**config.mk**
```make
export PLATFORM = sky130hd
export DESIGN_NAME = uart_fir_top
export DESIGN_NICKNAME = d
export VERILOG_FILES = /design/src/hdl/fir_pkg.sv /design/src/hdl/uart_pkg.sv /design/src/hdl/uart_fir_top.sv /design/src/hdl/uart_tx.sv /design/src/hdl/result_serializer.sv /design/src/hdl/fir_filter.sv /design/src/hdl/sample_decoder.sv /design/src/hdl/uart_rx.sv
export SDC_FILE = /design/constraint.sdc
export NUM_CORES = 1
export LEC_CHECK = 0
export ABC_CLOCK_PERIOD_IN_PS = 5200
export BUFFER_PORTS_ARGS = -buffer_cell sky130_fd_sc_hd__buf_2
export CORE_MARGIN = 4
export CORE_UTILIZATION = 58
export DETAILED_ROUTE_END_ITERATION = 8
export PLACE_DENSITY = 0.77
export SLEW_MARGIN = 20
export SYNTH_ARGS = -nofsm -noshare
export SYNTH_HDL_FRONTEND = slang
export SYNTH_SLANG_ARGS = --single-unit
```
**constraint.sdc**
```tcl
create_clock -name clk -period 5.2 [get_ports clk]
set_input_delay 0.52 -clock clk [delete_from_list [all_inputs] [get_ports clk]]
set_output_delay 0.52 -clock clk [all_outputs]
set_load 0.03 [all_outputs]
```
**src/hdl/fir_pkg.sv**
```systemverilog
package fir_pkg;

    //////////////////////////////
    // Sample word
    //////////////////////////////
    typedef struct packed {
        logic [7:0] hi;                            // Second byte on the line
        logic [7:0] lo;                            // First byte on the line
    } sample_bytes_t;

    // Byte view while assembling, signed view while filtering
    typedef union packed {
        sample_bytes_t      bytes;                 // Assembly view
        logic signed [15:0] word;                  // Arithmetic view
    } sample_t;

    typedef logic signed [15:0] result_t;          // Scaled filter output
    typedef logic signed [37:0] acc_t;             // Full-width MAC sum
    typedef logic signed [7:0]  coeff_t;           // One tap weight

    //////////////////////////////
    // Filter constants
    //////////////////////////////
    localparam int NUM_TAPS = 8;                   // Delay line depth

    // Symmetric low-pass weights, tap 0 first
    localparam coeff_t COEFFS [NUM_TAPS] = '{8'sd16, 8'sd32, 8'sd48, 8'sd64,
                                             8'sd64, 8'sd48, 8'sd32, 8'sd16};

    localparam int RESULT_LSB = 8;                 // Bottom of the output window

endpackage

```
**src/hdl/uart_pkg.sv**
```systemverilog
package uart_pkg;

    //////////////////////////////
    // Framing
    //////////////////////////////
    localparam int DATA_BITS  = 8;                 // Payload bits per frame
    localparam int FRAME_BITS = DATA_BITS + 2;     // Start + data + stop

    localparam logic START_BIT  = 1'b0;            // Line level of the start bit
    localparam logic STOP_BIT   = 1'b1;            // Line level of the stop bit
    localparam logic IDLE_LEVEL = 1'b1;            // Line rests high between frames

    //////////////////////////////
    // Types
    //////////////////////////////
    typedef logic [DATA_BITS-1:0] uart_byte_t;     // One serial byte

    // Receiver output, valid strobes for a single cycle per good frame
    typedef struct packed {
        logic       valid;                         // One cycle per frame
        uart_byte_t data;                          // Received byte, LSB first on the line
    } rx_byte_t;

endpackage
```
**src/hdl/uart_fir_top.sv**
```systemverilog
module uart_fir_top #(
    parameter int CLKS_PER_BIT = 16,               // Serial bit period in clocks
    parameter int OVERSAMPLING = 4                 // Receiver ticks per bit
) (
    input  logic clk,
    input  logic arst_n,
    input  logic uart_rxd,                         // Samples in
    output logic uart_txd                          // Results out
);

    uart_pkg::rx_byte_t   rx_byte;
    fir_pkg::sample_t     sample;
    logic                 sample_valid;
    fir_pkg::result_t     result;
    logic                 result_valid;
    uart_pkg::uart_byte_t tx_data;
    logic                 tx_start;
    logic                 tx_busy;

    //////////////////////////////
    // Decode
    //////////////////////////////
    uart_rx #(
        .CLKS_PER_BIT (CLKS_PER_BIT),
        .OVERSAMPLING (OVERSAMPLING)
    ) u_uart_rx (
        .clk     (clk),
        .arst_n  (arst_n),
        .rxd     (uart_rxd),
        .rx_byte (rx_byte)
    );

    sample_decoder u_sample_decoder (
        .clk          (clk),
        .arst_n       (arst_n),
        .rx_byte      (rx_byte),
        .sample       (sample),
        .sample_valid (sample_valid)
    );

    //////////////////////////////
    // Execute
    //////////////////////////////
    fir_filter u_fir_filter (
        .clk          (clk),
        .arst_n       (arst_n),
        .sample       (sample),
        .sample_valid (sample_valid),
        .result       (result),
        .result_valid (result_valid)
    );

    //////////////////////////////
    // Result
    //////////////////////////////
    result_serializer u_result_serializer (
        .clk          (clk),
        .arst_n       (arst_n),
        .result       (result),
        .result_valid (result_valid),
        .tx_busy      (tx_busy),
        .tx_data      (tx_data),
        .tx_start     (tx_start)
    );

    uart_tx #(
        .CLKS_PER_BIT (CLKS_PER_BIT)
    ) u_uart_tx (
        .clk      (clk),
        .arst_n   (arst_n),
        .tx_start (tx_start),
        .tx_data  (tx_data),
        .txd      (uart_txd),
        .tx_busy  (tx_busy)
    );

endmodule

```
**src/hdl/uart_tx.sv**
```systemverilog
module uart_tx #(
    parameter int CLKS_PER_BIT = 16                // Clocks per serial bit
) (
    input  logic                 clk,
    input  logic                 arst_n,
    input  logic                 tx_start,         // Send one frame
    input  uart_pkg::uart_byte_t tx_data,          // Byte to send
    output logic                 txd,              // Serial line
    output logic                 tx_busy           // High for the whole frame
);

    localparam int CW = $clog2(CLKS_PER_BIT + 1);
    localparam int FW = $clog2(uart_pkg::FRAME_BITS);

    localparam logic [CW-1:0] CLK_LAST   = CW'(CLKS_PER_BIT - 1);
    localparam logic [FW-1:0] FRAME_LAST = FW'(uart_pkg::FRAME_BITS - 1);

    logic [CW-1:0]                 clk_cnt;        // Clocks within the bit
    logic [FW-1:0]                 bit_cnt;        // 0 start, 1..8 data, 9 stop
    logic [uart_pkg::DATA_BITS:0]  shift_reg;      // Stop bit above the data

    //////////////////////////////
    // Bit timing
    //////////////////////////////
    always_ff @(posedge clk or negedge arst_n) begin
        if (!arst_n) begin
            txd     <= uart_pkg::IDLE_LEVEL;
            tx_busy <= 1'b0;
            clk_cnt <= '0;
            bit_cnt <= '0;
        end else if (!tx_busy) begin
            if (tx_start) begin
                txd     <= uart_pkg::START_BIT;    // Line drops next cycle
                tx_busy <= 1'b1;
                clk_cnt <= '0;
                bit_cnt <= '0;
            end
        end else if (clk_cnt == CLK_LAST) begin
            clk_cnt <= '0;
            if (bit_cnt == FRAME_LAST) begin
                tx_busy <= 1'b0;                   // End of stop bit
            end else begin
                txd     <= shift_reg[0];           // Next bit, LSB first
                bit_cnt <= bit_cnt + 1'b1;
            end
        end else begin
            clk_cnt <= clk_cnt + 1'b1;
        end
    end

    // Frame body, latched on start
    always_ff @(posedge clk) begin
        if (!tx_busy && tx_start)
            shift_reg <= {uart_pkg::STOP_BIT, tx_data};
        else if (tx_busy && clk_cnt == CLK_LAST)
            shift_reg <= shift_reg >> 1;
    end

    // Serializer must wait out the busy level
    a_start_idle: assert property (@(posedge clk) disable iff (!arst_n)
        tx_start |-> !tx_busy);

endmodule

```
**src/hdl/result_serializer.sv**
```systemverilog
module result_serializer (
    input  logic                 clk,
    input  logic                 arst_n,
    input  fir_pkg::result_t     result,           // From the filter
    input  logic                 result_valid,     // One-cycle strobe
    input  logic                 tx_busy,          // Transmitter level
    output uart_pkg::uart_byte_t tx_data,          // Byte for the transmitter
    output logic                 tx_start          // One-cycle start strobe
);

    fir_pkg::result_t cur_word;                    // Result being sent
    fir_pkg::result_t pend_word;                   // Result waiting
    fir_pkg::result_t send_word;
    logic             cur_valid;
    logic             pend_valid;
    logic             hi_next;                     // High byte goes out next
    logic             start_now;
    logic             free_slot;                   // Current result done

    // Idle path sends straight from the input
    assign send_word = cur_valid ? cur_word : result;
    // Skip the cycle of our own strobe, busy shows one later
    assign start_now = !tx_busy && !tx_start && (cur_valid || result_valid);
    assign free_slot = start_now && hi_next;

    //////////////////////////////
    // Slot control
    //////////////////////////////
    always_ff @(posedge clk or negedge arst_n) begin
        if (!arst_n) begin
            cur_valid  <= 1'b0;
            pend_valid <= 1'b0;
            hi_next    <= 1'b0;                    // Low byte first
            tx_start   <= 1'b0;
        end else begin
            tx_start <= start_now;
            if (start_now)
                hi_next <= !hi_next;
            if (free_slot) begin
                cur_valid  <= pend_valid || result_valid;   // Pending moves up
                pend_valid <= pend_valid && result_valid;
            end else if (result_valid) begin
                if (cur_valid)
                    pend_valid <= 1'b1;
                else
                    cur_valid  <= 1'b1;
            end
        end
    end

    // Payload, no reset
    always_ff @(posedge clk) begin
        if (start_now)
            tx_data <= hi_next ? send_word[15:8] : send_word[7:0];
        if (free_slot) begin
            cur_word <= pend_valid ? pend_word : result;
            if (result_valid)
                pend_word <= result;
        end else if (result_valid) begin
            if (cur_valid)
                pend_word <= result;
            else
                cur_word  <= result;
        end
    end

    // Overflow means the output baud cannot keep up with the input
    a_no_overflow: assert property (@(posedge clk) disable iff (!arst_n)
        result_valid && cur_valid && pend_valid |-> free_slot);

endmodule

```
**src/hdl/fir_filter.sv**
```systemverilog
module fir_filter (
    input  logic             clk,
    input  logic             arst_n,
    input  fir_pkg::sample_t sample,               // New input word
    input  logic             sample_valid,         // One-cycle strobe
    output fir_pkg::result_t result,               // Scaled output
    output logic             result_valid          // Follows sample_valid by one
);

    localparam int NT = fir_pkg::NUM_TAPS;

    // Registered history, newest first
    logic signed [15:0] taps   [NT-1];
    // Incoming sample plus history, eight in flight
    logic signed [15:0] window [NT];
    fir_pkg::acc_t      acc;                       // Full-width sum

    //////////////////////////////
    // Multiply-accumulate
    //////////////////////////////
    always_comb begin
        window[0] = sample.word;                   // Signed view of the union
        for (int i = 1; i < NT; i++)
            window[i] = taps[i-1];
    end

    always_comb begin
        acc = '0;
        for (int i = 0; i < NT; i++)
            acc += fir_pkg::acc_t'(window[i]) * fir_pkg::acc_t'(fir_pkg::COEFFS[i]);
    end

    //////////////////////////////
    // Delay line and output
    //////////////////////////////
    always_ff @(posedge clk or negedge arst_n) begin
        if (!arst_n) begin
            for (int i = 0; i < NT - 1; i++)
                taps[i] <= '0;                     // Start from silence
            result_valid <= 1'b0;
        end else begin
            result_valid <= sample_valid;
            if (sample_valid) begin
                for (int i = 0; i < NT - 1; i++)
                    taps[i] <= window[i];          // Shift by one position
            end
        end
    end

    // Fixed window of the accumulator, upper bits dropped
    always_ff @(posedge clk) begin
        if (sample_valid)
            result <= acc[fir_pkg::RESULT_LSB +: $bits(fir_pkg::result_t)];
    end

    // Single-cycle latency through the MAC
    a_latency: assert property (@(posedge clk) disable iff (!arst_n)
        result_valid == $past(sample_valid));

endmodule

```
**src/hdl/sample_decoder.sv**
```systemverilog
module sample_decoder (
    input  logic               clk,
    input  logic               arst_n,
    input  uart_pkg::rx_byte_t rx_byte,            // Byte stream from the receiver
    output fir_pkg::sample_t   sample,             // Assembled sample
    output logic               sample_valid        // One cycle per pair
);

    logic hi_phase;                                // Next byte is the high byte

    //////////////////////////////
    // Pair tracking
    //////////////////////////////
    always_ff @(posedge clk or negedge arst_n) begin
        if (!arst_n) begin
            hi_phase     <= 1'b0;                  // Expect low byte first
            sample_valid <= 1'b0;
        end else begin
            sample_valid <= rx_byte.valid && hi_phase;   // Pair complete
            if (rx_byte.valid)
                hi_phase <= !hi_phase;
        end
    end

    // Byte view of the union filled one half at a time
    always_ff @(posedge clk) begin
        if (rx_byte.valid) begin
            if (hi_phase)
                sample.bytes.hi <= rx_byte.data;   // Second byte
            else
                sample.bytes.lo <= rx_byte.data;   // First byte
        end
    end

endmodule

```
**src/hdl/uart_rx.sv**
```systemverilog
module uart_rx #(
    parameter int CLKS_PER_BIT = 16,               // Clocks per serial bit
    parameter int OVERSAMPLING = 4                 // Ticks per serial bit
) (
    input  logic               clk,
    input  logic               arst_n,
    input  logic               rxd,                // Async serial line
    output uart_pkg::rx_byte_t rx_byte             // Byte plus one-cycle strobe
);

    localparam int TICK_DIV = CLKS_PER_BIT / OVERSAMPLING;   // Clocks per tick
    localparam int TW       = $clog2(TICK_DIV + 1);
    localparam int OW       = $clog2(OVERSAMPLING + 1);
    localparam int BW       = $clog2(uart_pkg::DATA_BITS);

    localparam logic [TW-1:0] TICK_LAST = TW'(TICK_DIV - 1);
    localparam logic [OW-1:0] OVS_LAST  = OW'(OVERSAMPLING - 1);      // Full bit
    localparam logic [OW-1:0] HALF_LAST = OW'(OVERSAMPLING / 2 - 1);  // Half bit
    localparam logic [BW-1:0] BIT_LAST  = BW'(uart_pkg::DATA_BITS - 1);

    typedef enum logic [1:0] {S_IDLE, S_START, S_DATA, S_STOP} state_t;

    state_t                 state;
    logic [2:0]             rxd_sync;              // [1:0] synchronizer, [2] edge history
    logic                   rxd_s;                 // Synchronized line
    logic                   fall;                  // Falling edge on the line
    logic [TW-1:0]          tick_cnt;
    logic                   tick;                  // One oversampling tick
    logic [OW-1:0]          ovs_cnt;               // Ticks within the bit
    logic [BW-1:0]          bit_cnt;               // Data bit index
    uart_pkg::uart_byte_t   shift_reg;             // Data shifted in LSB first
    logic                   rx_valid;

    assign rxd_s = rxd_sync[1];
    assign fall  = rxd_sync[2] & ~rxd_sync[1];     // High then low
    assign tick  = (tick_cnt == TICK_LAST);

    always_ff @(posedge clk or negedge arst_n) begin
        if (!arst_n) begin
            rxd_sync <= {3{uart_pkg::IDLE_LEVEL}};
            state    <= S_IDLE;
            tick_cnt <= '0;
            ovs_cnt  <= '0;
            bit_cnt  <= '0;
            rx_valid <= 1'b0;
        end else begin
            rxd_sync <= {rxd_sync[1:0], rxd};      // Two-flop sync plus history
            rx_valid <= 1'b0;                      // Strobe by default low

            if (state == S_IDLE || tick)
                tick_cnt <= '0;                    // Restart the tick phase
            else
                tick_cnt <= tick_cnt + 1'b1;

            case (state)
                S_IDLE: begin
                    ovs_cnt <= '0;
                    if (fall)
                        state <= S_START;          // Start bit begins
                end
                S_START: if (tick) begin
                    if (ovs_cnt == HALF_LAST) begin
                        ovs_cnt <= '0;
                        bit_cnt <= '0;
                        // Glitch shorter than half a bit returns to idle
                        state   <= (rxd_s == uart_pkg::START_BIT) ? S_DATA : S_IDLE;
                    end else begin
                        ovs_cnt <= ovs_cnt + 1'b1;
                    end
                end
                S_DATA: if (tick) begin
                    if (ovs_cnt == OVS_LAST) begin
                        ovs_cnt <= '0;
                        if (bit_cnt == BIT_LAST)
                            state <= S_STOP;
                        else
                            bit_cnt <= bit_cnt + 1'b1;
                    end else begin
                        ovs_cnt <= ovs_cnt + 1'b1;
                    end
                end
                S_STOP: if (tick) begin
                    if (ovs_cnt == OVS_LAST) begin
                        rx_valid <= (rxd_s == uart_pkg::STOP_BIT);   // Framing check
                        state    <= S_IDLE;
                    end else begin
                        ovs_cnt <= ovs_cnt + 1'b1;
                    end
                end
                default: state <= S_IDLE;
            endcase
        end
    end

    // Data capture at mid bit, no reset on payload
    always_ff @(posedge clk) begin
        if (state == S_DATA && tick && ovs_cnt == OVS_LAST)
            shift_reg <= {rxd_s, shift_reg[uart_pkg::DATA_BITS-1:1]};  // LSB first
    end

    assign rx_byte.valid = rx_valid;
    assign rx_byte.data  = shift_reg;

    if (CLKS_PER_BIT % OVERSAMPLING != 0 || OVERSAMPLING < 2) begin : g_bad_ovs
        $error("CLKS_PER_BIT must be a multiple of OVERSAMPLING, OVERSAMPLING >= 2");
    end

    // Frames last ten bits, so strobes never touch
    a_single_strobe: assert property (@(posedge clk) disable iff (!arst_n)
        rx_valid |=> !rx_valid);

endmodule

```
==> flow_metrics.tcl, run 1 <==
set metrics [dict create \
    outcome "complete, but fails checks" \
    violations "setup timing" \
    synthDistinctLibCells 70 \
    hold-worst-slack_ps 84.3 \
    largest_reg_flops 112 \
    place_area_sq_mm 0.0158 \
    nets 1539 \
    hold_viol_final 0 \
    place_congestion 0.884 \
    vias 9376 \
    remaining_drc_errors 0 \
    ys_warn_count 0 \
    viasPerCell 5.55 \
    rows 57 \
    drive_gt1_frac 0.322 \
    cp_max_fo 3 \
    cp_cell_sequence "ha_4, ha_4, inv_2, fa_2, nor2b_2, o31a_1, buf_6, o31ai_4, buf_4, buf_6, xnor2_4, fa_1, inv_2, fa_1, fa_1, fa_1, inv_2, ha_4, a211o_4, o311ai_4, a21oi_2, buf_4, o221ai_2, xnor2_1" \
    worst_pin_slew_ps 945 \
    start_util 0.587 \
    cp.arrival_ps 6140 \
    synth_ff_type "dfrtp_1" \
    period_share 1.13 \
    critical_path_required_ps 5490 \
    grt_remaining_overflow 0 \
    syn_avg_cell_area_sq_um 12.2 \
    die_area_sq_mm 0.0271 \
    clock_path_buffers 3 \
    finalCriticalPeriod_ps 5850 \
    synth_cells 1169 \
    syn_area_sq_mm 0.0142 \
    antenna_cells 0 \
    cp-end-kind "register" \
    final_common_cell "buf_4" \
    track_usage 0.226 \
    wire_per_inst_microns 17.4 \
    cp_common_cell "fa_1" \
    max_slew_margin 0.369 \
    async_reset_ff_frac 0.620 \
    ys_ff_latch 234 \
    cpPeakStageDelay_ps 540 \
    ioPinCount 4 \
    p_leak_nw 8.05 \
    clk_latency_ps 540 \
    drt-initial-drc-count 523 \
    fin_skew_ps 6.71 \
    cts_tree "yes" \
    dr.pass1.iters 5 \
    dp_hpwl_microns 21000 \
    antenna_left 0 \
    cap_violations 0 \
    die_w_microns 165 \
    htreeDepth 1 \
    clkSinkCount 234 \
    seq_area_frac_synth 0.443 \
    cts_buffers 27 \
    syn_nets 1364 \
    clock-root-buffer "clkbuf_16" \
    grt_pass1_vias 10200 \
    antenna_found_initial 0 \
    clkTransAtPathRegs_ps 60 \
    final_area_sq_mm 0.0174 \
    worst_hold_path_type "in -> reg" \
    die_y_microns 165 \
    numPortBuffers 3 \
    grt_setup_unrepaired "true" \
    slew_violations 0 \
    grt_pass1_wl_microns 49700 \
    top_register "u_fir_filter.taps" \
    synthToLayoutAreaGrowth_pct 22.3 \
    drt_wl_total_microns 29400 \
    start_kind "register" \
    core_region_area_sq_mm 0.0242 \
    final_cell_mix "buf_4 (159), dfrtp_1 (138), inv_1 (115)" \
    grt_max_degree 71 \
    worst-setup-path-type "reg -> reg" \
    clock.fmax_ghz 0.171 \
    power_density_mw_per_mm2 228 \
    critPathSlowestCell "fa_1" \
    setup_viol 12 \
    peakVddDrop_mv 0.313 \
    setup_slack_ps -651 \
    fin_util 0.717 \
    synth_edf_count 88 \
]
-- critical path: cells and delay by family (launching register included) --
kind / cells / cell delay (ps)
flops: 1 / 440
buf+inv: 7 / 680
compound gates: 6 / 1160
fa+ha+maj: 8 / 2960
xor+xnor: 2 / 190
simple gates: 1 / 160
-- metrics by stage --
| stage | power [mW] | worst slack (ps) | std cells | setup TNS, ps |
|---|---|---|---|---|
| after floorplan | 2.10 | -443 | 1169 | -1880 |
| after global placement | 2.14 | -614 | 1611 | -4630 |
| after detailed placement | 2.15 | -812 | 1611 | -5970 |
| after CTS | 4.00 | -568 | 1675 | -4110 |
| after global routing | 4.11 | -849 | 1689 | -7670 |
| final | 3.96 | -651 | 1689 | -5340 |
-- cell type report --
cell class,count,area [sq um]
Tap cell,324,405
Clock buffer,32,704
Multi-Input combinational cell,778,7970
Clock inverter,18,165
Sequential cell,234,6300
Inverter,128,480
Fill cell,1576,6850
Timing Repair Buffer,175,1370
-- synthesized netlist by cell type (all sizes together) (3+ instances only) --
library cell / n / share of area
xor2: 20 / 0.012
nor2b: 9 / 0.0040
and3: 4 / 0.0018
o21ai: 53 / 0.019
a31oi: 10 / 0.0044
o211ai: 4 / 0.0021
dfrtp: 141 / 0.25
inv: 128 / 0.034
mux2: 103 / 0.082
nand2b: 5 / 0.0022
nand3: 14 / 0.0049
o31ai: 7 / 0.0040
a41oi: 3 / 0.0018
nor2: 45 / 0.012
clkbuf: 22 / 0.0058
a21o: 18 / 0.0095
a22oi: 16 / 0.0084
o21bai: 3 / 0.0016
o21a: 12 / 0.0063
xnor2: 44 / 0.027
nand4: 4 / 0.0018
a211oi: 12 / 0.0063
buf: 7 / 0.0023
fa: 90 / 0.13
o311ai: 3 / 0.0031
ha: 102 / 0.090
mux4: 8 / 0.013
a21oi: 45 / 0.016
nand2: 91 / 0.024
a22o: 4 / 0.0025
and2: 3 / 0.0013
nand4b: 4 / 0.0025
edfxtp: 88 / 0.19
dfstp: 4 / 0.0074
mux2i: 3 / 0.0021
o31a: 3 / 0.0018
-- logic make-up after synthesis --
family                     count (synthesis)  share of synthesized area
muxes                                    114                     0.0963
DFF                                      234                      0.443
and+or+nand+nor                          197                     0.0643
buffers and inverters                    157                     0.0419
adders and majority gates                192                      0.216
xor gates and xnor gates                  64                     0.0394
AOI/OAI and AO/OA                        211                     0.0990
-- routing by layer --
| metal | global-route usage | share of wire | up-vias |
|---|---|---|---|
| met3 | 0.0265 | 0.028 | 64 |
| li1 | - | - | 4460 |
| met4 | 0.0681 | 0.031 | 0 |
| met5 | 0 | 0 | - |
| met2 | 0.397 | 0.51 | 162 |
| met1 | 0.297 | 0.43 | 4690 |
-- timing repair --
action,4_1_cts,5_1_grt
hold buffers,1,0
endpoints found under the hold margin,32,0
resized for setup,61,42
buffers inserted,13,16
setup endpoints to repair,13,14
cloned,0,0
pin swaps,50,53
-- report_power, final --
group          switching [mW]  internal, mW  total, mW  leakage, nW
Clock                   0.769          1.07       1.84        0.406
Sequential             0.0386          1.94       1.97         2.79
Combinational          0.0905        0.0535      0.144         4.85
-- path summary, 6_finish.rpt --
path                                       start                 endpoint  slack, ps  cells after the start
max in group asynchronous                 arst_n    u_uart_rx.rxd_sync[2]       3620                      3
max reg2reg                u_fir_filter.taps[82]  u_fir_filter.result[15]       -650                     24
min                                     uart_rxd    u_uart_rx.rxd_sync[0]         80                      1
min in group asynchronous                 arst_n     u_uart_tx.clk_cnt[2]        530                      2
min reg2reg                u_uart_rx.rxd_sync[0]    u_uart_rx.rxd_sync[1]        360                      0
max                        u_fir_filter.taps[82]  u_fir_filter.result[15]       -650                     24
Power figures use the tool's default switching activity.
==> run 2, diff against run 1 <==
--- a/config.mk
+++ b/config.mk
@@ -8,9 +8,9 @@
 export ABC_CLOCK_PERIOD_IN_PS = 5200
 export BUFFER_PORTS_ARGS = -buffer_cell sky130_fd_sc_hd__buf_2
 export CORE_MARGIN = 4
-export CORE_UTILIZATION = 58
+export CORE_UTILIZATION = 53
 export DETAILED_ROUTE_END_ITERATION = 8
-export PLACE_DENSITY = 0.77
+export PLACE_DENSITY = 0.71
 export SLEW_MARGIN = 20
 export SYNTH_ARGS = -nofsm -noshare
 export SYNTH_HDL_FRONTEND = slang
==> flow_metrics.tcl, run 2 (same netlist as run 1, synthesis figures left out) <==
set metrics [dict create \
    die_w_microns 172 \
    final_cell_mix "buf_4 (160), dfrtp_1 (137), inv_1 (114)" \
    grt_max_degree 100 \
    vias 9256 \
    clkTransAtPathRegs_ps 60 \
    p_total_mw 4.01 \
    core_region_area_sq_mm 0.0262 \
    antenna_found_initial 0 \
    dr.pass1.iters 4 \
    power.switching_uw 862 \
    regToRegSetupSlack_ps -590 \
    start_util 0.543 \
    cp_max_fo 5 \
    clkSinkCount 234 \
    worst-setup-path-type "reg -> reg" \
    drive_gt1_frac 0.336 \
    critical_path_required_ps 5590 \
    wire_per_inst_microns 16.9 \
    top_register "u_fir_filter.taps" \
    cp-end-kind "register" \
    ioPinCount 4 \
    slew_violations 0 \
    peakVddDrop_mv 0.272 \
    violations "setup timing" \
    htreeDepth 1 \
    numPortBuffers 3 \
    clock.fmax_ghz 0.173 \
    final_common_cell "buf_4" \
    outcome "complete, but fails checks" \
    clk_latency_ps 530 \
    p_int_mw 3.15 \
    dp_hpwl_microns 21000 \
    grt_setup_unrepaired "true" \
    cap_violations 0 \
    nets 1536 \
    place_congestion 0.842 \
    clock_path_buffers 3 \
    multiInputGateArea_sq_mm 0.00812 \
    antenna_cells 0 \
    finalCriticalPeriod_ps 5790 \
    cts_tree "yes" \
    layoutNonFillerInstCount 1696 \
    power_frac_clock 0.473 \
    die_area_sq_mm 0.0295 \
    start_kind "register" \
    fill_cells 1847 \
    grt_pass1_wl_microns 48300 \
    synthToLayoutAreaGrowth_pct 23.4 \
    largest_reg_flops 112 \
    drt-initial-drc-count 453 \
    die_y_microns 172 \
    dpl.cell_count 1629 \
    sequentialPowerShare 0.492 \
    period_share 1.11 \
    cts_buffers 27 \
    reg2reg_to "u_fir_filter.result[12]" \
    remaining_drc_errors 0 \
    switching_share 0.215 \
    hold_viol_final 0 \
    setup_viol 14 \
    antenna_left 0 \
    viasPerCell 5.46 \
    max_slew_margin 0.343 \
    p_comb_frac 0.035 \
    cp.arrival_ps 6180 \
    r2r-start "u_fir_filter.taps[36]" \
    track_usage 0.201 \
    drt_wl_total_microns 28700 \
    clock-root-buffer "clkbuf_16" \
    worst_pin_slew_ps 984 \
    worst_hold_path_type "in -> async" \
    register_area_sq_mm 0.00630 \
    ctsHoldBuffers 0 \
    fin_skew_ps 9.13 \
    p_leak_nw 8.06 \
    power_density_mw_per_mm2 229 \
    rows 59 \
    r2r_cells 19 \
    grt_remaining_overflow 0 \
    grt_pass1_vias 9767 \
    setup_slack_ps -592 \
]
[run 2: cell count changes in the layout (fill, tap and decap cells not counted), sizes merged]
cell / before / now
buf: 174 / 172
bufinv: 2 / 3
clkinvlp: 5 / 1
clkbuf: 32 / 38
clkinv: 10 / 7
dlygate4sd3: 1 / 0
inv: 129 / 128
[run 2: how the worst max path moves through the flow]
| stage | from | endpoint | slack (ps) |
|---|---|---|---|
| after floorplan | u_fir_filter.taps[34] | u_fir_filter.result[13] | -440 |
| after global placement | u_fir_filter.taps[33] | u_fir_filter.result[15] | -600 |
| after detailed placement | u_fir_filter.taps[33] | u_fir_filter.result[15] | -710 |
| after CTS | u_fir_filter.taps[82] | u_fir_filter.result[12] | -570 |
| after global routing | u_fir_filter.taps[33] | u_fir_filter.result[12] | -790 |
| final | u_fir_filter.taps[36] | u_fir_filter.result[12] | -590 |
[run 2: timing repair]
item | in CTS | in global routing
pin swaps | 52 | 73
endpoints found under the setup margin | 14 | 14
setup buffers | 8 | 13
gates resized for setup | 48 | 75
[run 2: power groups by stage]
| stage | registers [mW] | clock network [mW] | logic, mW |
|---|---|---|---|
| global placement | 2.01 | 0 | 0.135 |
| CTS | 1.97 | 1.95 | 0.143 |
| detailed placement | 2.01 | 0 | 0.143 |
| floorplan | 1.99 | 0 | 0.113 |
| global route | 1.98 | 2.03 | 0.164 |
| finish | 1.97 | 1.90 | 0.138 |
[run 2: routing by layer]
metal / up-vias / part of all wire / global-route usage
met4: 0 / 0.020 / 0.0492
met3: 50 / 0.035 / 0.0326
met2: 130 / 0.50 / 0.343
met1: 4636 / 0.45 / 0.272
li1: 4440 / - / -
met5: - / 0 / 0
[run 2: metrics by stage]
step	utilization	setup TNS [ps]	worst slack (ps)	hold slack [ps]	cell area, sq um
floorplan	-	-1880	-443	224	14400
global route	0.669	-7040	-787	67.4	17500
detailed placement	0.605	-5860	-707	349	15800
CTS	0.651	-3910	-566	70.8	17000
finish	0.669	-4620	-592	78.3	17500
global placement	0.605	-4630	-596	346	15800
[run 2: worst max-delay path: stages, from the launching register on]
cell      delay (ps)
dfrtp_1          450
ha_1             360
ha_4             300
nand3_1          110
o211ai_1         350
a21oi_1          140
xnor2_1          160
fa_1             530
inv_1             70
fa_1             510
fa_1             520
fa_1             540
inv_2             50
ha_4             240
a21o_4           240
nand2b_4         170
o221ai_4         210
o21ai_2          110
or4b_1           470
nand4b_1         100
[run 2: area by class of cell]
| class | count | share of cell area |
|---|---|---|
| Multi-Input combinational cell | 778 | 0.463 |
| Sequential cell | 234 | 0.359 |
| Timing Repair Buffer | 172 | 0.0755 |
| Clock buffer | 38 | 0.0431 |
| Inverter | 128 | 0.0274 |
| Tap cell | 335 | 0.0239 |
| Clock inverter | 11 | 0.00784 |
